$ cat src/common/b1Pkg.sv
`default_nettype none

package b1Pkg;

	// Line buffer geometry
	localparam int LB_ADDR_W = 8;		// 256 entries per buffer
	localparam int LB_DATA_W = 12;		// Palette 8 bits over colour 4 bits

	// Palette RAM address width
	localparam int PA_W = 12;

	// Watchdog timing in CLK_SPR_PAL cycles
	localparam int WDG_LIMIT = 3000;	// Cycles without kick before firing
	localparam int WDG_PULSE = 16;		// Length of the nReset/nHalt pulse

	// Address bits 21..17 of the watchdog register, $300000 region
	localparam logic [4:0] WDG_KICK_U = 5'b11000;

	// Watchdog FSM
	typedef enum logic
	{
		wdRun,		// Counting towards timeout
		wdFire		// Driving the reset pulse
	} wdState_e;

	// Palette address source, listed in priority order
	typedef enum logic [1:0]
	{
		srcCpu,		// 68k palette RAM access
		srcBlank,	// Horizontal blanking
		srcFix,		// Opaque fix layer pixel
		srcSpr		// Line buffer output
	} paSrc_e;

endpackage

`default_nettype wire

$ cat src/logic/fixPixelLatch.sv
`timescale 1ns/1ns
`default_nettype none

module fixPixelLatch
	import b1Pkg::*;
(
	input  wire        CLK_SPR_PAL,
	input  wire        rstN,
	input  wire        fixLd,
	input  wire        evenSlot,	// From the line buffer bank
	input  wire        dispEn,
	input  wire [7:0]  fixd,		// Two interleaved 4-bit pixels
	input  wire [3:0]  fixPal,
	output logic [3:0] fixColor,
	output logic [3:0] fixPalOut
);

	logic [7:0] stageA;
	logic [7:0] stageB;
	logic [3:0] palReg;
	logic       oddD;		// Parity of the slot being shown

	always_ff @(posedge CLK_SPR_PAL or negedge rstN)
	begin
		if (!rstN)
		begin
			stageA <= '0;
			stageB <= '0;
			palReg <= '0;
			oddD   <= 1'b0;
		end
		else
		begin
			if (fixLd)
			begin
				stageA <= fixd;
				palReg <= fixPal;
			end
			if (evenSlot)
				stageB <= stageA;	// New tile pair at each even slot
			if (dispEn)
				oddD <= !evenSlot;
		end
	end

	// Odd/even nibble demux
	// Even pixel on the even bits
	assign fixColor = oddD ? {stageB[7], stageB[5], stageB[3], stageB[1]}
	                       : {stageB[6], stageB[4], stageB[2], stageB[0]};

	assign fixPalOut = palReg;

endmodule

`default_nettype wire

$ cat config.mk
export PLATFORM = sky130hd
export DESIGN_NAME = fixPixelLatch
export DESIGN_NICKNAME = d
export VERILOG_FILES = /design/src/common/b1Pkg.sv /design/src/logic/fixPixelLatch.sv
export SDC_FILE = /design/constraint.sdc
export NUM_CORES = 1
export LEC_CHECK = 0
export BUFFER_PORTS_ARGS = -buffer_cell sky130_fd_sc_hd__buf_4
export CAP_MARGIN = 20
export CORE_MARGIN = 1.5
export CORE_UTILIZATION = 52
export CTS_CLUSTER_SIZE = 10
export DETAILED_ROUTE_END_ITERATION = 8
export GPL_TIMING_DRIVEN = 0
export PLACE_DENSITY = 0.76
export SYNTH_ARGS = -nofsm -noshare
export SYNTH_HDL_FRONTEND = slang
export SYNTH_SLANG_ARGS = --single-unit
$ cat constraint.sdc
create_clock -name CLK_SPR_PAL -period 1.6 [get_ports CLK_SPR_PAL]
set_input_delay 0.16 -clock CLK_SPR_PAL [delete_from_list [all_inputs] [get_ports CLK_SPR_PAL]]
set_output_delay 0.16 -clock CLK_SPR_PAL [all_outputs]
set_load 0.01 [all_outputs]
* Word level (Yosys, flattened, before mapping)
Index checks and enable logic that the tools add are counted.
** Storage, ports and cells
- Bits in registers :: 21
- Bits of input ports :: 17
- Latch bits :: 0
- Memory bits (read-only) :: 0
- RAM bits :: 0
- Memories kept :: 0
- Logic and storage cells :: 6
** Cells by class
- $lt $le $gt $ge :: 0
- Reductions and logical operators :: 1
- Shift operators :: 0
- Divide/modulo/power cells :: 0
- Multipliers :: 0
- Eq/ne operators :: 0
- Bitwise operators :: 0
- Muxes and demuxes :: 1
- Add/subtract/negate cells :: 0
** Operators with widths (count)
- $mux W4 :: 1
- $logic_not A1 Y1 :: 1

* Depth between registers and ports, before layout
- Depth after elaboration :: 1
- Mapped depth :: 2
- Gate-level depth less buffers :: 2

* Least setup slack after synthesis
No wires, ideal clock.
- Path type :: flip-flop to output port
- From :: register oddD
- To :: output fixColor[0]
- Stages on the path, launching flop included :: 2
- Path buffers :: 0
- Data required time :: 1.440 ns
- Slack :: 0.677 ns
- Arrival time :: 0.763 ns
- Cells stage by stage :: dfrtp_1 mux2_2
** On the way
- Longest elaborated chain between the ends :: 1
** RTL lines
- start: declaration :: RTL line fixPixelLatch.sv:21 : logic oddD;
- start signal: assignment :: RTL line fixPixelLatch.sv:42 : oddD <= !evenSlot;
- $mux W4 :: RTL line fixPixelLatch.sv:48 : assign fixColor = oddD ? {stageB[7], stageB[5], stageB[3], stageB[1]}
- end: declaration :: RTL line fixPixelLatch.sv:14 : output logic [3:0] fixColor,
Every way passes these cells.

* Worst setup path in the final report
Ends and elaborated chain as after synthesis.

==> impl_metrics.tcl <==
set metrics [dict create \
    crit_path_max_incr_delay_ns 0.48 \
    netlist_area_um2 865 \
    rsz0062_at_grt "no" \
    path_max_fanout 5 \
    start_util_pct 56.7 \
    grt_pass1_vias 508 \
    std_cell_rows 14 \
    netlist_top_cells_count "dfrtp_1, mux2_2, mux2_4" \
    fmax_ghz 0.696 \
    avgSynthCellArea_um2 17.6 \
    dpl.cell_count 88 \
    p_sw_share_pct 23.6 \
    drive_above_1_share_pct 68.8 \
    muxShareOfSynthArea_pct 35.6 \
    area_growth_pct 26.6 \
    timing.slew.headroom_pct 82.9 \
    grt_usage_pct 15.8 \
    crit_path_start_kind "flip-flop" \
    drt_wl_total_um 1280 \
    clk_latency_ns 0.29 \
    yosys.area_share.simple_pct 0.434 \
    num_antenna_cells 0 \
    yosys_warnings 0 \
    hold_slack_ns 0.0333 \
    path_cells "mux2_2 > buf_4" \
    combPwrFrac_pct 20.3 \
    wl_per_cell_um 13.7 \
    placed_area_mm2 0.00106 \
    vdd_drop_max_mv 0.605 \
    cts_tree "built" \
    slowest_stage "dfrtp_1" \
    seqPwrFrac_pct 57.5 \
    leakage_nw 0.531 \
    period_needed_ns 1.44 \
    yosys.area.top_type "dfrtp_1" \
    cp-end-kind "primary output" \
    synth-adder-area-share_pct 0 \
    fin_crit_sh_pct 89.8 \
    worstPathArrival_ns 1.28 \
    coreArea_mm2 0.00152 \
    synth_cell_types 6 \
    p_switching_uw 258 \
    gp_congestion 0.719 \
    synth-compound-area-share_pct 0.579 \
    synthFlopType "dfrtp_1" \
    p_int_uw 835 \
    synthCells 49 \
    synth-edff-count 0 \
    power_mw 1.09 \
    synth_seq_cells 21 \
    clockPowerShare_pct 22.2 \
    portBuffers 23 \
    worstHoldStart "dispEn" \
    drv_slew 0 \
    synth_top_area_share_pct 60.8 \
    root_buffer "clkbuf_4" \
    worst_pin_slew_ns 0.256 \
    drt_pre_antenna_iters 3 \
    place_ws_ns 0.492 \
    cts_resized 0 \
    final.setup_skew_ns 0.00453 \
    final_cells 93 \
    crit_type "reg -> out" \
    die_h_um 43.8 \
    final.setup.tns_ns 0 \
    vias 482 \
    synth-seq-area-share_pct 60.8 \
    drc 0 \
    clk_pin_slew_ns 0.11 \
    synthTopCellsByArea "dfrtp_1, mux2_2, mux2_4, buf_6, a21oi_1" \
    required_ns 1.44 \
    drt_iter0_drc 5 \
    synth_nets 66 \
    async_flop_share_pct 100 \
    grt_max_degree 22 \
    die-area_mm2 0.00192 \
    ant_nets 0 \
    io_pins 25 \
    synth_top_family_by_area "multiplexers" \
    drv_cap 0 \
    r2r_start "stageA[4]$_DFFE_PN0P_" \
    holdCritPathClass "in -> reg" \
    fin_area_mm2 0.00109 \
    grt_first_pass_wirelength_um 2180 \
    crit_start "oddD$_DFFE_PN0P_" \
    hpwl_um 951 \
    final_core_util_pct 71.8 \
    synth_xor_xnor_area_share_pct 0 \
    final_hold_viol_count 0 \
    outcome "complete, no violations" \
    clock_path_buffers 2 \
    antenna_found_initial 0 \
    setup_viol 0 \
    ctsHtreeMaxLevel 1 \
    overflow 0 \
    cts_buffers 3 \
    num-nets-final 95 \
    setup_slack_ns 0.163 \
    routed_via_density 5.18 \
    yosysMostFrequentCell "dfrtp_1" \
    die_w_um 43.8 \
    p_per_area_mw_per_mm2 998 \
    clock_sinks 21 \
]
-- worst paths after layout --
kind / end / cells after the start / slack (ns)
setup / recovery: fixColor[0] / 2 / 0.16
hold / removal: oddD$_DFFE_PN0P_ / 2 / 0.03
setup reg to reg: stageA[4]$_DFFE_PN0P_ / 1 / 0.83
hold reg to reg: stageB[6]$_DFFE_PN0P_ / 1 / 0.52
max in group asynchronous: stageA[6]$_DFFE_PN0P_ / 2 / 1.12
min in group asynchronous: stageA[4]$_DFFE_PN0P_ / 2 / 0.27
-- layer usage --
layer	wire length [um]	track usage, %	share of wire [%]
met1	586	21.5	46
met2	613	25.9	48
met3	78	3.75	6.1
met4	0	3.64	0
met5	0	0	0
-- cells by family after synthesis --
kind of cell / after synthesis
buffers and inverters: 2
multiplexers: 24
AND/OR/NAND/NOR: 1
AO/OA/AOI/OAI: 1
flip-flops: 21
-- power groups by stage --
stage / Combinational, mW / Sequential [mW] / Clock [mW]
floorplan: 0.124 / 0.632 / 0
detailed placement: 0.224 / 0.639 / 0
global placement: 0.219 / 0.636 / 0
global route: 0.240 / 0.638 / 0.277
finish: 0.222 / 0.628 / 0.243
CTS: 0.226 / 0.629 / 0.253
-- sequential cells by signal, indices dropped and copies added (netlist names) --
| register | count |
|---|---|
| fixPalOut | 4 |
| stageB | 8 |
| stageA | 8 |
| oddD | 1 |
-- final cells by class --
cell class              instances  area [um^2]
well taps                      16         20.0
multi-input cells              26          317
clock buffers                   3         22.5
repair buffers                 24          183
plain buffers                   2         22.5
fillers                       109          429
flip-flops and latches         21          526
clock inverters                 1         5.00
-- repair_timing --
action | CTS | global route
hold endpoints to repair | 21 | 0
setup buffers | 0 | 0
hold buffers | 1 | 0
-- layout by cell type, fill, tap and decap left out, drive strengths merged --
cell,Yosys,layout
buf,2,25
mux2,24,24
a21oi,1,1
dfrtp,21,21
clkinv,0,1
clkbuf,0,3
nor2,1,1
dlygate4sd3,0,1
-- worst max-delay path: cells and delay by family (launching register included) --
kind / cells / cell delay (ns)
buffers and inverters: 1 / 0.14
DFF: 1 / 0.48
muxes: 1 / 0.37
(Power assumes the default switching activity.)
