[config.mk]
export PLATFORM = sky130hd
export DESIGN_NAME = paletteAddressMux
export DESIGN_NICKNAME = d
export VERILOG_FILES = /design/src/common/b1Pkg.sv /design/src/logic/paletteAddressMux.sv
export SDC_FILE = /design/constraint.sdc
export NUM_CORES = 1
export LEC_CHECK = 0
export ABC_AREA = 1
export ABC_CLOCK_PERIOD_IN_PS = 1200
export BUFFER_PORTS_ARGS = -buffer_cell sky130_fd_sc_hd__buf_2
export CAP_MARGIN = 30
export CORE_ASPECT_RATIO = 1.1
export CORE_MARGIN = 5
export CORE_UTILIZATION = 25
export CTS_BUF_LIST = sky130_fd_sc_hd__clkbuf_2 sky130_fd_sc_hd__clkbuf_4 sky130_fd_sc_hd__clkbuf_8
export CTS_CLUSTER_SIZE = 14
export DETAILED_ROUTE_END_ITERATION = 8
export GPL_ROUTABILITY_DRIVEN = 0
export SETUP_SLACK_MARGIN = 0.3
export SLEW_MARGIN = 20
export SYNTH_ARGS = -nofsm -noshare
export SYNTH_HDL_FRONTEND = slang
export SYNTH_SLANG_ARGS = --single-unit
[constraint.sdc]
create_clock -name CLK_SPR_PAL -period 1.2 [get_ports CLK_SPR_PAL]
set_clock_uncertainty 0.1 [all_clocks]
set_input_delay 0.24 -clock CLK_SPR_PAL [delete_from_list [all_inputs] [get_ports CLK_SPR_PAL]]
set_output_delay 0.24 -clock CLK_SPR_PAL [all_outputs]
set_load 0.01 [all_outputs]
[src/common/b1Pkg.sv]
`default_nettype none

package b1Pkg;

	// Line buffer geometry
	localparam int LB_ADDR_W = 8;		// 256 entries per buffer
	localparam int LB_DATA_W = 12;		// Palette 8 bits over colour 4 bits

	// Palette RAM address width
	localparam int PA_W = 12;

	// Watchdog timing in CLK_SPR_PAL cycles
	localparam int WDG_LIMIT = 3000;	// Cycles without kick before firing
	localparam int WDG_PULSE = 16;		// Length of the nReset/nHalt pulse

	// Address bits 21..17 of the watchdog register, $300000 region
	localparam logic [4:0] WDG_KICK_U = 5'b11000;

	// Watchdog FSM
	typedef enum logic
	{
		wdRun,		// Counting towards timeout
		wdFire		// Driving the reset pulse
	} wdState_e;

	// Palette address source, listed in priority order
	typedef enum logic [1:0]
	{
		srcCpu,		// 68k palette RAM access
		srcBlank,	// Horizontal blanking
		srcFix,		// Opaque fix layer pixel
		srcSpr		// Line buffer output
	} paSrc_e;

endpackage

`default_nettype wire

[src/logic/paletteAddressMux.sv]
`timescale 1ns/1ns
`default_nettype none

module paletteAddressMux
	import b1Pkg::*;
(
	input  wire                  CLK_SPR_PAL,
	input  wire                  rstN,
	input  wire                  nAs,
	input  wire                  a23z,
	input  wire                  a22z,
	input  wire                  chbl,
	input  wire [12:1]           m68kAddrL,
	input  wire [3:0]            fixColor,
	input  wire [3:0]            fixPal,
	input  wire [LB_DATA_W-1:0]  sprData,
	output logic [PA_W-1:0]      pa
);

	paSrc_e src;

	// Priority pick
	always_comb
	begin
		if (!nAs && !a23z && a22z)
			src = srcCpu;			// $400000 palette window
		else if (chbl)
			src = srcBlank;
		else if (|fixColor)
			src = srcFix;			// Non-zero fix colour is opaque
		else
			src = srcSpr;
	end

	// Palette RAM address register
	always_ff @(posedge CLK_SPR_PAL or negedge rstN)
	begin
		if (!rstN)
			pa <= '0;
		else
		begin
			case (src)
				srcCpu:   pa <= m68kAddrL;
				srcBlank: pa <= '0;
				srcFix:   pa <= {4'b0000, fixPal, fixColor};
				default:  pa <= sprData;
			endcase
		end
	end

endmodule

`default_nettype wire

# After elaboration in Yosys (flattened, before gate mapping)
# Index checks and enable logic that the tools add are counted.
[op_classes]
eq_ne = 2
n_mux = 4
reduce_logical = 6
[op_table]
columns = ["cell", "n"]
rows = [
  ["12-bit one-hot mux with 3 select lines", 1],
  ["2-bit 2-to-1 mux", 2],
  ["4-bit OR reduction", 1],
  ["2-bit by 1-bit equality test with 1-bit output, second input constant", 1],
  ["2-bit equality test, second input constant", 1],
  ["1-bit logical AND", 2],
  ["1-bit logical NOT", 2],
  ["2-bit logical NOT", 1],
  ["1-bit 2-to-1 mux", 1],
]
[word_totals]
ff_bits = 12
input_bits = 38
output_inout_bits = 12
word_cells = 13

# Depth between registers and ports, before layout
[logic_depth]
depth_word = 6
depth_mapped = 7
ltp_nobuf = 7

# Worst setup path after synthesis
# Ideal clock, no wire load.
[synth_path]
path_kind = "input port to flip-flop"
from = "in a23z"
to = "reg pa[0]"
setup_time_ps = 125
arrival_ps = 718
t_required_ps = 975
slack_ps = 257
path_stages = 5
n_path_buf = 1
cell_sequence = "nor2_1 > nand2_1 > buf_2 > nand4_1 > nand3_1"
[synth_via]
elab_chain_len = 6
word_cells_on_any_way = 8
classes_between = "eq/ne (2); mux (2); reduce/logical (4)"
[synth_lines]
columns = ["element", "line", "source"]
rows = [
  ["from (decl)", "paletteAddressMux.sv:10", "input wire a23z,"],
  ["1-bit logical NOT *", "paletteAddressMux.sv:25", "if (!nAs && !a23z && a22z)"],
  ["1-bit logical AND * (2 in series)", "paletteAddressMux.sv:25", ""],
  ["2-bit 2-to-1 mux *", "paletteAddressMux.sv:25", ""],
  ["2-bit equality test (tied with other cells)", "paletteAddressMux.sv:42", "case (src)"],
  ["12-bit one-hot mux with 3 select lines *", "paletteAddressMux.sv:42", ""],
  ["to (signal assigned)", "paletteAddressMux.sv:43", "srcCpu: pa <= m68kAddrL;"],
  ["to (signal assigned)", "paletteAddressMux.sv:45", "srcFix: pa <= {4'b0000, fixPal, fixColor};"],
  ["to (signal assigned)", "paletteAddressMux.sv:46", "default: pa <= sprData;"],
  ["to (decl)", "paletteAddressMux.sv:17", "output logic [PA_W-1:0] pa"],
]
# Every way passes the cells marked *; elsewhere a longest branch is shown, timed or not.

# Worst setup path after layout
[layout_path]
from = "reg pa[0]"
to = "out pa[0]"
# No word-level cell between the ends.

==> reports/results.ini <==
[run_status]
status=completed

[die]
core-area_um2=2230
die_w_um=55.9
rows=18
io_pins=50
dieArea_um2=3390
start_util_pct=26.0
dieHeight_um=60.5

[detailed_routing]
ant_nets=0
drtIter0Drc=9
wl_um=1700
firstDrtPassIters=4
num_vias=665
drc=0
viasPerCell=4.24
post_drt_wl_per_cell_um=10.8

[critical_path]
cpLargestDelayFamily=flip-flops
cp-startpoint=pa[0]
cp_max_fo=1
slowest_stage=dfrtp_1
cp_num_buf_inv=1
cp-end-kind=output port
crit_path_max_incr_delay_ps=370
start_kind=register
path_class=register to output port
worst_ep_required_time_ps=860
crit_arrival_ps=770
cp_cell_sequence=buf_2

[place]
dpl_cell_area_um2=898
dp_hpwl_um=1490
io_buffers=49
dp.cells=152

[hold_path]
hold_path_class=primary input to register
hold_path.startpoint=sprData[8]

[global_route]
grtUsageTotal_pct=10.5
use_met1_pct=11.2
grt_remaining_overflow=0
antenna_found_initial=0
gr-usage-met2_pct=18.2
met3_usage_pct=4.47
grt_pass1_wl_um=2770
grt_pass1_vias=664
grt.busiest_layer=met2
grt_max_degree=13

[power]
power_density_nw_per_um2=962
p_leak_nw=0.570
vdd_drop_max_mv=0.427

[sta]
clock.fmax_mhz=902
fin_tns_setup_ps=0
maxSlewViolCount=0
period_share_pct=92.4
rsz0062_at_grt=yes
worstMarginPinSlew_ps=254
finalHoldViolCount=0
fin_crit_ps=1110
relSlewSlack_pct=83.0
setup_viol=0

[finish]
stdcell_count=157
nNetsFinal=166
area_delta_synth_final_pct=67.2
post_route_cells_drive_above_1_share_pct=50.4
top_regs=pa x12
antenna_cells=0
top_register=pa
largest_reg_flops=12
final_area_um2=971

[yosys]
avgSynthCellArea_um2=7.95
synth_nets=111
synth_warnings=0
syn_inst=73
ys_ff_latch=12
seq_area_frac_synth_pct=51.7
synth_area_um2=581
ys_types=11

[cts]
cts_tree=built
postCtsSetupRepairBufs=0
cts.path.max_buffers=2
clockRootBuffer=clkbuf_4
cts.reportedPaths.clkPinSlew_ps=70
htreeDepth=1
cts_sinks=12
numCtsBuffers=3

[run]
max_cap_violations=0

where the power goes:
| group | internal (W) | switching (W) | leakage, nW |
|---|---|---|---|
| registers | 0.000429 | 0.00000739 | 0.157 |
| logic | 0.0000959 | 0.0000982 | 0.392 |
| clock network | 0.000184 | 0.000119 | 0.0210 |
| total | 0.000709 | 0.000225 | 0.570 |
cells in the final DEF (no fill, tap or decap):
master and instances:
buf_2 46, nand2_1 25, nor2_4 5, clkbuf_4 3
nand4_1 5, buf_6 3, buf_4 2, nand2_2 1
nand2_4 2, inv_1 5, o21ai_0 2, dfrtp_1 12
nor2_1 2, inv_4 1, nand3_1 11, dlygate4sd3_1 1
clkbuf_8 1
through the flow:
| step | power (W) | setup slack, ps | hold WS (ps) | utilization, % |
|---|---|---|---|---|
| after global placement | 0.000625 | 92.9 | 21.6 | 40.3 |
| final | 0.000934 | 91.6 | 72.5 | 43.5 |
| after CTS | 0.000945 | 72.6 | 59.3 | 42.4 |
| after detailed placement | 0.000628 | 51.8 | 26.8 | 40.3 |
| after floorplan | 0.000516 | 301 | -156 | - |
| after global routing | 0.000993 | 51.7 | 73.0 | 43.5 |
what timing repair did:
item                                    in CTS  in global routing
endpoints found under the setup margin      12                 16
hold buffers                                 1                  0
pin swaps                                    0                  0
endpoints found under the hold margin       12                  0
gates resized for setup                      0                  5
cell families (layout without fill, tap and decap cells):
logic type	count (synthesis)	count (layout)	share of synthesized area [%]
AO/OA/AOI/OAI	2	2	1.72
flip-flops	12	12	51.7
buffers and inverters	8	62	6.03
AND/OR/NAND/NOR	51	51	40.5
worst min-delay path, cell delays in order:
cell and delay (ps):
buf_2 80, nand2_1 40, nand2_1 40
area by class of cell:
type	instances	area, um2
repair buffers	52	289
flip-flops and latches	12	300
well taps	30	37.5
inverters	6	25.0
fillers	230	1260
multi-input cells	53	283
clock buffers	4	36.3
cells in the mapped netlist:
master   count  area, um2
nand2_2      1       6.26
o21ai_0      2       10.0
nor2_1       5       18.8
dfrtp_1     12        300
buf_2        1       5.00
buf_4        1       7.51
nor2_4       2       22.5
nand2_1     27        101
nand4_1      5       31.3
inv_1        6       22.5
nand3_1     11       55.1
metal layers:
metal  share of wire [%]  vias to the layer above
li1                    -                      343
met1                  40                      288
met2                  48                       32
met3                  12                        2
met4                0.41                        0
met5                   0                        -
path summary, 6_finish.rpt:
check	endpoint	cells after the start
hold / removal	pa[8]	3
setup / recovery	pa[0]	1
max in group asynchronous	pa[11]	2
min in group asynchronous	pa[10]	2
No activity file was read; power rests on OpenSTA's default activity.
