[src/common/b1Pkg.sv]
`default_nettype none

package b1Pkg;

	// Line buffer geometry
	localparam int LB_ADDR_W = 8;		// 256 entries per buffer
	localparam int LB_DATA_W = 12;		// Palette 8 bits over colour 4 bits

	// Palette RAM address width
	localparam int PA_W = 12;

	// Watchdog timing in CLK_SPR_PAL cycles
	localparam int WDG_LIMIT = 3000;	// Cycles without kick before firing
	localparam int WDG_PULSE = 16;		// Length of the nReset/nHalt pulse

	// Address bits 21..17 of the watchdog register, $300000 region
	localparam logic [4:0] WDG_KICK_U = 5'b11000;

	// Watchdog FSM
	typedef enum logic
	{
		wdRun,		// Counting towards timeout
		wdFire		// Driving the reset pulse
	} wdState_e;

	// Palette address source, listed in priority order
	typedef enum logic [1:0]
	{
		srcCpu,		// 68k palette RAM access
		srcBlank,	// Horizontal blanking
		srcFix,		// Opaque fix layer pixel
		srcSpr		// Line buffer output
	} paSrc_e;

endpackage

`default_nettype wire

[src/logic/watchdog.sv]
`timescale 1ns/1ns
`default_nettype none

module watchdog
	import b1Pkg::*;
(
	input  wire        CLK_SPR_PAL,
	input  wire        rstN,
	input  wire        nAs,
	input  wire        nLds,
	input  wire        rw,
	input  wire        a23z,
	input  wire        a22z,
	input  wire [21:17] m68kAddrU,
	output logic       nHalt,
	output logic       nReset
);

	typedef logic [$clog2(WDG_LIMIT)-1:0] toCnt_t;
	typedef logic [$clog2(WDG_PULSE)-1:0] pulseCnt_t;

	wdState_e  state;
	toCnt_t    toCnt;		// Cycles since last kick
	pulseCnt_t pulseCnt;	// Cycles into the reset pulse
	logic      kick;

	// Lower byte write to $300000 region
	assign kick = !nAs && !nLds && !rw && !a23z && !a22z && (m68kAddrU == WDG_KICK_U);

	always_ff @(posedge CLK_SPR_PAL or negedge rstN)
	begin
		if (!rstN)
		begin
			state    <= wdRun;
			toCnt    <= '0;
			pulseCnt <= '0;
		end
		else
		begin
			case (state)
				wdRun:
				begin
					if (kick)
						toCnt <= '0;
					else if (toCnt == toCnt_t'(WDG_LIMIT - 1))
					begin
						state    <= wdFire;		// Program stopped kicking
						toCnt    <= '0;
						pulseCnt <= '0;
					end
					else
						toCnt <= toCnt + 1'b1;
				end
				wdFire:
				begin
					// Kicks ignored while the pulse runs
					if (pulseCnt == pulseCnt_t'(WDG_PULSE - 1))
						state <= wdRun;			// Count restarts from zero
					else
						pulseCnt <= pulseCnt + 1'b1;
				end
				default: state <= wdRun;
			endcase
		end
	end

	assign nReset = (state != wdFire);
	assign nHalt  = (state != wdFire);	// Same pulse halts the CPU

endmodule

`default_nettype wire

[config.mk]
export PLATFORM = sky130hd
export DESIGN_NAME = watchdog
export DESIGN_NICKNAME = d
export VERILOG_FILES = /design/src/common/b1Pkg.sv /design/src/logic/watchdog.sv
export SDC_FILE = /design/constraint.sdc
export NUM_CORES = 1
export LEC_CHECK = 0
export BUFFER_PORTS_ARGS = -buffer_cell sky130_fd_sc_hd__buf_2
export CAP_MARGIN = 20
export CORE_AREA = 2 2 70 55
export CTS_BUF_LIST = sky130_fd_sc_hd__clkbuf_8
export CTS_CLUSTER_DIAMETER = 100
export CTS_CLUSTER_SIZE = 40
export DETAILED_ROUTE_END_ITERATION = 7
export DIE_AREA = 0 0 72 57
export GPL_TIMING_DRIVEN = 1
export SLEW_MARGIN = 5
export SYNTH_ARGS = -nofsm -noshare
export SYNTH_HDL_FRONTEND = slang
export SYNTH_SLANG_ARGS = --single-unit
[constraint.sdc]
create_clock -name CLK_SPR_PAL -period 1.8 [get_ports CLK_SPR_PAL]
set_input_delay 0.18 -clock CLK_SPR_PAL [delete_from_list [all_inputs] [get_ports CLK_SPR_PAL]]
set_output_delay 0.18 -clock CLK_SPR_PAL [all_outputs]
set_load 0.01 [all_outputs]
After elaboration in Yosys (flattened, before gate mapping)
Cells that the tools add are included.

storage, ports and cells
  register bits = 17
  input bits = 12
  output and inout port bits = 2
  word-level logic and storage cells = 33

operators by class
  add/sub/neg operators = 2
  equal/unequal tests = 6
  muxes and demuxes = 10
  bitwise operators = 1
  reductions and logical operators = 11

operators by type and width
  kind                                                             count
  12-bit two-way mux                                               2
  12-bit by 1-bit adder with 12-bit output, second input constant  1
  12-bit == test, second input constant                            1
  4-bit two-way mux                                                3
  4-bit one-hot mux with 2 select lines                            1
  5-bit == test, second input constant                             1
  1-bit logical AND                                                5
  1-bit zero test                                                  5
  4-bit by 1-bit adder with 4-bit output, second input constant    1
  4-bit == test, second input constant                             1
  2-bit != test, second input constant                             2
  1-bit two-way mux                                                3
  3-bit AND reduction                                              1
  2-bit by 1-bit != test with 1-bit output, second input constant  1
  1-bit one-hot mux with 2 select lines                            1
  1-bit inverter                                                   1

Longest topological paths before layout
Gate-level depths: netlist of the first run.

  depth after elaboration = 8
  gate-level depth with buffers = 6
  gate-level depth less buffers = 6

Least setup slack after synthesis of the first run
Ideal clock, no wire load.

  path kind = register to register
  start = register toCnt[0]
  end = register toCnt[10]
  library setup time = 0.116 ns
  arrival = 1.497 ns
  required time = 1.684 ns
  slack = 0.187 ns
  cell stages (with the launch flop) = 7
  path buffers = 1
  period minus slack after synthesis = 1.613 ns
  path through = dfrtp_1 -> ha_1 -> and4_1 -> nand4_1 -> buf_4 -> nand3_1 -> o311ai_0

on the way
  cells in the longest elaborated chain, start to end = 3
  elaborated cells on any way between the ends = 4
  those cells by class = 1 x add/sub; 1 x eq/ne; 2 x mux

ends and longest elaborated chain
  element                                                                     line                            RTL
  from (decl)                                                                 watchdog.sv:23                  toCnt_t toCnt;
  from (signal assigned)                                                      watchdog.sv:52                  toCnt <= toCnt + 1'b1;
  12-bit by 1-bit adder with 12-bit output or 12-bit == test (tied branches)  watchdog.sv:52, watchdog.sv:45
  12-bit two-way mux (*)                                                      watchdog.sv:45                  else if (toCnt == toCnt_t'(WDG_LIMIT - 1))
  12-bit two-way mux (*)                                                      watchdog.sv:43                  if (kick)

Mark *: on every way between the ends. The rest lies on a longest branch, timed or not.
A chain may end at the register's enable or synchronous reset.

Worst setup path in the final report of the first run
  start = register toCnt[1]
  end = register pulseCnt[2]

on the way
  cells in the longest elaborated chain, start to end = 3

ends and longest elaborated chain
  element                                                    line            RTL
  12-bit == test                                             watchdog.sv:45
  2-bit by 1-bit != test with 1-bit output (no source line)  --
  3-bit AND reduction (no source line)                       --
  to (signal assigned)                                       watchdog.sv:60  pulseCnt <= pulseCnt + 1'b1;
  to (decl)                                                  watchdog.sv:24  pulseCnt_t pulseCnt;

Every way passes these cells.

==> impl_results.md, run 1 <==
- Worst min path class: in2async
- TritonRoute pass-1 iters: 4
- Register area share after synthesis: 44.8%
- Mapped Avg Cell Area: 9.13 sq um
- EDFF count, synth: 0
- Core Rows: 19
- Ys flop type: dfrtp_1
- Die H: 57 um
- # diodes: 0
- FMAX: 0.598 GHz
- Worst setup EP type: register
- Global-route wire length before repair: 3520 um
- Slew @ Worst Pin: 0.389 ns
- Worst Path Required: 1.94 ns
- GRT Overall Usage: 10.9%
- Final period utilization: 92.8%
- Reg2reg path depth: 5
- Crit path time final: 1.67 ns
- Share of cells above drive strength 1: 20.2%
- Drt via density: 5.30
- Synth Warn #: 0
- Clk Latency, worst-skew pair: 0.25 ns
- Cells after Synth: 104
- Drt total wl: 2090 um
- Clk pin slew, worst setup/hold paths: 0.07 ns
- Finish-stage setup viols: 0
- Final Wtd Congestion: 0.794
- Drt wl/cell: 12.6 um
- Max-slew violation count: 0
- Mapped cell area: 950 sq um
- Clock buffer depth: 2
- Clk sinks: 17
- DR iter-0 viols: 94
- Initial antenna violation count: 0
- Area fraction of the dominant cell type after synthesis: 44.8%
- Starting Density: 27.2%
- Pwr dens: 976 nW/um^2
- DRC: 0
- Inserted Clock Buffers: 3
- Vias in the first global route: 810
- DP HPWL: 1590 um
- Cell taking the most area after synthesis: dfrtp_1
- Antenna viol nets, final: 0
- Status: complete, no violations
- Largest net degree at the start of global routing: 18
- Post-DP Area: 1100 sq um
- Placed insts: 161
- RSZ-0062 raised after global routing: false
- CTS H-tree lvls: 1
- IO Pins: 14
- CTS Root Cell: clkbuf_8
- Worst vdd ir: 0.000390 V
- Synth top cells by count: dfrtp_1, nand3_1, nand2_1
- Max Cap Viol: 0
- Finished Layout Cells: 166
- Clk_skew: 0.00327 ns
- CTS tree: built
- Top post-synthesis cells by area: dfrtp_1, nand3_1, nand2_1, ha_1, nand4_1
- DIE WIDTH: 72 um
- DR vias: 880
- Most common cell in the netlist: dfrtp_1
- Critical Path Source Type: register
- Crit path DAT: 1.81 ns
- Layout area overhead: 21.5%
- Number of hold violations in the final report: 0
- Critical path peak fanout: 4
- Grt ovf: 0
- Core Box Area: 3490 sq um
- Post-synthesis sequential element count: 17
- Mapped Nets: 119
- Final Instance Area: 1150 sq um
- # nets final: 140
- Crit Path Category: reg2reg
- # port buffers: 13
- Cell variety after synth: 29
- Fin Setup TNS: 0 ns
- Rel. slew slack: 74.1%
- Leakage: 0.495 nW
- Total power: 1.13 mW
- Die area: 4100 sq um
- Ys async rst share: 100%
## where the power goes
group | switching, mW | internal, mW
clock network | 0.130 | 0.151
logic | 0.166 | 0.142
registers | 0.0772 | 0.460
total | 0.372 | 0.753
## layout by cell type (no fill, tap or decap)
cell type and count:
nand4_1 6, o31a_1 1, mux2i_1 1, a22o_1 1
nor2_1 2, ha_1 3, buf_2 13, nand4b_1 1
o22ai_1 2, o311ai_0 1, a21oi_1 3, o21ai_0 3
dlygate4sd3_1 1, buf_4 8, inv_1 6, xnor2_1 3
a221o_1 1, and3_1 3, clkbuf_8 3, nor2b_1 1
o311ai_1 2, nand3_1 14, nor3_1 3, nor3b_1 2
nand2_1 12, o211ai_1 2, a31oi_1 3, dfrtp_1 17
and4_4 1, nor4_1 3, and4_1 1, a32o_1 1
## registers in the layout, summed over array words and instances, names as in the netlist
register,count
pulseCnt,4
toCnt,12
state,1
## repair_timing
| item | in CTS | in global routing |
|---|---|---|
| hold buffers | 1 | 0 |
| setup buffers | 0 | 0 |
| resized for setup | 0 | 3 |
| hold endpoints to repair | 17 | 0 |
| endpoints found under the setup margin | 0 | 3 |
## cell type report
type,count,area (sq um)
Fill cell,348,2340
Multi-Input combinational cell,76,477
Sequential cell,17,425
Timing Repair Buffer,22,135
Tap cell,42,52.6
Clock buffer,3,41.3
Inverter,5,18.8
Clock inverter,1,3.75
## stage by stage
| stage | worst slack (ns) | util, % | hold WS, ns |
|---|---|---|---|
| 2_1_floorplan | 0.187 | - | -0.116 |
| 3_3_place_gp | 0.145 | 31.4 | 0.121 |
| 3_5_place_dp | 0.0501 | 31.4 | 0.125 |
| 4_1_cts | 0.0566 | 32.9 | 0.398 |
| 5_1_grt | 0.0100 | 33.0 | 0.421 |
| 6_report | 0.129 | 33.0 | 0.380 |
## final timing paths
kind | startpoint | end | slack (ns)
min in group CLK_SPR_PAL | m68kAddrU[20] | toCnt[3] | 0.47
max in group asynchronous | rstN | toCnt[0] | 1.14
max reg2reg | toCnt[1] | pulseCnt[2] | 0.13
max | toCnt[1] | pulseCnt[2] | 0.13
min reg2reg | pulseCnt[0] | pulseCnt[0] | 0.51
min | rstN | toCnt[11] | 0.38
## cell families after synthesis
family	Yosys count	synth area share [%]
adder cells (fa/ha/maj)	3	3.95
buffers and inverters	11	5.27
AO/OA/AOI/OAI	20	14.8
flip-flops	17	44.8
multiplexers	1	1.05
AND/OR/NAND/NOR	49	27.4
XOR/XNOR	3	2.77
## critical path, cell delays in order, from the launching register on
cell and delay (ns):
dfrtp_1 0.36, ha_1 0.15, and4_4 0.23, nand4_1 0.12, o31a_1 0.37, a221o_1 0.32
## layer usage
metal	vias up	wire (um)	GRT usage, %	part of all wire [%]
li1	433	-	-	-
met1	408	1020	15.5	49
met2	39	914	16.5	44
met3	0	149	3.18	7.1
met4	0	0	2.70	0
met5	-	0	0	0
No activity file was read; power rests on OpenSTA's default activity.
==> run 2: changes to the inputs <==
--- a/config.mk
+++ b/config.mk
@@ -5,7 +5,7 @@
 export SDC_FILE = /design/constraint.sdc
 export NUM_CORES = 1
 export LEC_CHECK = 0
-export BUFFER_PORTS_ARGS = -buffer_cell sky130_fd_sc_hd__buf_2
+export BUFFER_PORTS_ARGS = -buffer_cell sky130_fd_sc_hd__buf_4
 export CAP_MARGIN = 20
 export CORE_AREA = 2 2 70 55
 export CTS_BUF_LIST = sky130_fd_sc_hd__clkbuf_8
==> run 2 against run 1 <==
  * Register-to-register slack got worse by 0.03 ns
  * Sequential share of layout area shrank 2.2 points
  * Combinational power is 15% higher
  * Utilization increased by 2.1 points
  * Highest routed layer is now met4
  * Largest power group unchanged
  * Hold slack lost 0.052 ns
==> impl_results.md, run 2 (synthesized netlist as in run 1, its figures left out) <==
- Status: complete, no violations
- Sequential Power Share: 45.0%
- Commonest non-fill, non-tap cells in the layout: buf_4, dfrtp_1, nand3_1
- Clk sinks: 17
- Pwr dens: 952 nW/um^2
- Filler cells: 354
- Max Cap Viol: 0
- Clock power share: 24.8%
- Crit Path Category: reg2reg
- # nets final: 145
- FMAX: 0.588 GHz
- RSZ-0062 raised after global routing: false
- DR vias: 911
- Share of cells above drive strength 1: 24.0%
- Global-route wire length before repair: 3960 um
- Worst min path class: in2async
- Die area: 4100 sq um
- Drt total wl: 2330 um
- Drt wl/cell: 13.6 um
- Post-DP Area: 1140 sq um
- CTS tree: built
- Worst Path Required: 1.94 ns
- Fin Setup TNS: 0 ns
- Initial antenna violation count: 0
- Gate power share: 30.2%
- Largest net degree at the start of global routing: 18
- Critical path peak fanout: 4
- Number of hold violations in the final report: 0
- Final Instance Area: 1230 sq um
- Die H: 57 um
- Worst vdd ir: 0.000309 V
- Starting Density: 27.2%
- Worst setup margin: 0.101 ns
- Worst hold slack: 0.328 ns
- Drt via density: 5.33
- Worst setup EP type: register
- Most common cell after layout, fill and taps aside: buf_4
- TritonRoute pass-1 iters: 4
- DR iter-0 viols: 60
- CTS Root Cell: clkbuf_8
- Final Wtd Congestion: 0.851
- Antenna viol nets, final: 0
- Top reg by flops: toCnt
- Layout area overhead: 29.1%
- Final period utilization: 94.4%
- Rel. slew slack: 77.5%
- Core Rows: 19
- Crit path DAT: 1.84 ns
- Max-slew violation count: 0
- Internal power consumption: 783 uW
- Inserted Clock Buffers: 3
- Crit path time final: 1.70 ns
- Leakage: 0.528 nW
- CTS H-tree lvls: 1
- Post-Route Utilization: 35.1%
- GRT Overall Usage: 12.6%
- Vias in the first global route: 858
- DIE WIDTH: 72 um
- Largest registers: toCnt (12), pulseCnt (4), state (1)
- Critical Path Source Type: register
- Total power: 1.17 mW
- Grt ovf: 0
- Switch Pwr: 384 uW
- Switching Share: 32.9%
- DP HPWL: 1770 um
- DRC: 0
- Clk_skew: 0.00310 ns
- Clock buffer depth: 2
- Dpl ws: 0.0243 ns
- Clk Latency, worst-skew pair: 0.26 ns
- Clk pin slew, worst setup/hold paths: 0.07 ns
- Slew @ Worst Pin: 0.338 ns
- # diodes: 0
- IO Pins: 14
- Largest register FFs: 12
- Core Box Area: 3490 sq um
- # port buffers: 13
- Finish-stage setup viols: 0
- Finished Layout Cells: 171
- Placed insts: 163
-- run 2: cell types whose count changed in the layout (fill, tap and decap cells not counted), sizes merged --
cell | before | now
buf | 21 | 26
-- run 2: final cells by class --
type | count | area, sq um | share of cell area, %
Clock buffer | 3 | 41.3 | 3.37
Clock inverter | 1 | 3.75 | 0.306
Inverter | 5 | 18.8 | 1.53
Multi-Input combinational cell | 76 | 479 | 39.1
Sequential cell | 17 | 425 | 34.7
Tap cell | 42 | 52.6 | 4.29
Timing Repair Buffer | 27 | 205 | 16.7
-- run 2: critical path, stage by stage, from the launching register on --
cell     delay (ns)
dfrtp_1        0.35
ha_2           0.17
and4_4         0.21
nand4_1        0.16
o31a_1         0.37
a221o_1        0.32
-- run 2: timing repair --
item,4_1_cts,5_1_grt
hold buffers,1,0
endpoints found under the hold margin,17,0
resized for setup,0,3
setup endpoints to repair,0,3
buffers inserted,0,3
-- run 2: power by group through the flow --
stage | logic, mW | clock network (mW) | registers (mW)
after global routing | 0.400 | 0.325 | 0.534
after CTS | 0.340 | 0.299 | 0.523
after floorplan | 0.193 | 0 | 0.528
after global placement | 0.326 | 0 | 0.528
final | 0.352 | 0.290 | 0.526
after detailed placement | 0.338 | 0 | 0.529
-- run 2: routing by layer --
| layer | GRT usage, % | routed length [um] | vias to the layer above |
|---|---|---|---|
| li1 | - | - | 443 |
| met1 | 16.8 | 1130 | 434 |
| met2 | 19.0 | 1040 | 29 |
| met3 | 3.18 | 115 | 5 |
| met4 | 6.47 | 50 | 0 |
| met5 | 0 | 0 | - |
-- run 2: final timing paths --
path,startpoint,endpoint,slack [ns],cells past startpoint
max,toCnt[1],pulseCnt[2],0.10,5
min,rstN,toCnt[7],0.33,2
max reg2reg,toCnt[1],pulseCnt[2],0.10,5
min reg2reg,pulseCnt[0],pulseCnt[0],0.51,1
max in group asynchronous,rstN,pulseCnt[3],1.27,2
min in group CLK_SPR_PAL,m68kAddrU[20],toCnt[3],0.49,5
==> run 3: changes to the inputs <==
==> constraint.sdc (replaced) <==
create_clock -name CLK_SPR_PAL -period 1.95 [get_ports CLK_SPR_PAL]
set_input_delay 0.195 -clock CLK_SPR_PAL [delete_from_list [all_inputs] [get_ports CLK_SPR_PAL]]
set_output_delay 0.195 -clock CLK_SPR_PAL [all_outputs]
set_load 0.01 [all_outputs]
==> run 3 against run 2 <==
  * Combinational power down 29%
  * Critical endpoint is now toCnt[10]
  * Maximum frequency down 6.8%
  * Utilization is 1.8 points lower
  * Worst setup slack gained 0.026 ns
==> impl_results.md, run 3 (synthesized netlist as in run 1, its figures left out) <==
- Clk_skew: 0.00712 ns
- Vias in the first global route: 831
- Largest registers: toCnt (12), pulseCnt (4), state (1)
- Finish-stage setup viols: 0
- DR vias: 853
- DR iter-0 viols: 36
- Worst Setup SP: toCnt[0]
- CTS H-tree lvls: 1
- Max Cap Viol: 0
- Worst setup margin: 0.126 ns
- TritonRoute pass-1 iters: 4
- Starting Density: 27.2%
- Dpl ws: 0.108 ns
- Post-Route Utilization: 33.3%
- Filler cells: 352
- Inserted Clock Buffers: 3
- Worst setup EP type: register
- Max-slew violation count: 0
- Worst Path Required: 2.10 ns
- Pwr dens: 883 nW/um^2
- Clock buffer depth: 2
- Clk Latency, worst-skew pair: 0.25 ns
- Clk pin slew, worst setup/hold paths: 0.07 ns
- Worst r2r src: toCnt[0]
- # nets final: 136
- Crit path DAT: 1.98 ns
- Critical path peak fanout: 10
- Final period utilization: 93.5%
- GRT Overall Usage: 11.7%
- Leakage: 0.487 nW
- Initial antenna violation count: 0
- Drt wl/cell: 13.8 um
- Final Wtd Congestion: 0.817
- Core Rows: 19
- CP max stage delay: 0.44 ns
- Clk sinks: 17
- Number of hold violations in the final report: 0
- Grt ovf: 0
- Drt via density: 5.27
- Fin Setup TNS: 0 ns
- R2R Path End: toCnt[10]
- CP cell instances: ha_1 > and4_1 > nand4_1 > buf_4 > nand3_1 > o311ai_1
- Global-route wire length before repair: 3820 um
- CTS tree: built
- DRC: 0
- # port buffers: 13
- Worst min path class: in2async
- Share of cells above drive strength 1: 18.3%
- Die area: 4100 sq um
- Worst path slowest cell: dfrtp_1
- IO Pins: 14
- Top reg by flops: toCnt
- Largest register FFs: 12
- # diodes: 0
- Commonest non-fill, non-tap cells in the layout: buf_4, dfrtp_1, nand3_1
- Core Box Area: 3490 sq um
- DP HPWL: 1700 um
- Worst vdd ir: 0.000296 V
- DIE WIDTH: 72 um
- Reg2reg path depth: 6
- Rel. slew slack: 77.2%
- RSZ-0062 raised after global routing: false
- Critical Path Source Type: register
- Reg-to-reg slack, setup: 0.13 ns
- Post-CTS setup buffers: 0
- CTS Root Cell: clkbuf_8
- Largest net degree at the start of global routing: 18
- Total power: 1.03 mW
- Crit path time final: 1.82 ns
- Crit Path Category: reg2reg
- Drt total wl: 2230 um
- Slew @ Worst Pin: 0.343 ns
- Status: complete, no violations
- FMAX: 0.548 GHz
- Worst hold slack: 0.342 ns
- Antenna viol nets, final: 0
- Layout area overhead: 22.4%
- Die H: 57 um
[run 3: cell count changes in the layout (fill, tap and decap cells not counted)]
cell      delta
ha_2         -1
clkinv_2     +1
and4_4       -1
and4_1       +1
o311ai_2     +1
inv_1        -1
o311ai_0     -1
ha_1         +1
buf_4        -9
[run 3: metal layers]
metal	track usage (%)	vias up	part of all wire [%]
li1	-	425	-
met1	16.1	403	50
met2	19.4	23	47
met3	1.59	2	2.5
met4	3.23	0	0.85
met5	0	-	0
[run 3: timing repair]
action / 4_1_cts / 5_1_grt
hold endpoints to repair: 17 / 0
hold buffers: 1 / 0
setup endpoints to repair: 0 / 2
resized for setup: 0 / 3
[run 3: report_power, final]
part / internal (mW) / leakage (nW) / switching [mW]
Combinational: 0.115 / 0.280 / 0.135
Clock: 0.142 / 0.0255 / 0.118
Sequential: 0.425 / 0.181 / 0.0913
Total: 0.682 / 0.487 / 0.344
[run 3: through the flow]
step           cell area [sq um]  instances
6_report                    1160        162
5_1_grt                     1160        162
4_1_cts                     1150        162
3_5_place_dp                1100        157
3_3_place_gp                1100        157
2_1_floorplan                950        104
[run 3: worst max-delay path by stage]
stage / cells after the start / endpoint
CTS: 6 / toCnt[10]
detailed placement: 6 / toCnt[10]
global route: 6 / toCnt[10]
finish: 6 / toCnt[10]
floorplan: 6 / toCnt[10]
global placement: 6 / toCnt[10]
[run 3: critical path: cells and delay by family, from the launching register on]
kind	cells	cell delay [ns]
adder cells (fa/ha/maj)	1	0.21
AO/OA/AOI/OAI	1	0.32
buffers and inverters	1	0.19
AND/OR/NAND/NOR	3	0.58
flip-flops	1	0.44
[run 3: layout make-up]
| cell class | instances | area, sq um | share of cell area, % |
|---|---|---|---|
| Clock inverter | 1 | 5.00 | 0.431 |
| Sequential cell | 17 | 425 | 36.6 |
| Timing Repair Buffer | 18 | 138 | 11.8 |
| Tap cell | 42 | 52.6 | 4.52 |
| Inverter | 5 | 18.8 | 1.61 |
| Multi-Input combinational cell | 76 | 482 | 41.4 |
| Clock buffer | 3 | 41.3 | 3.55 |
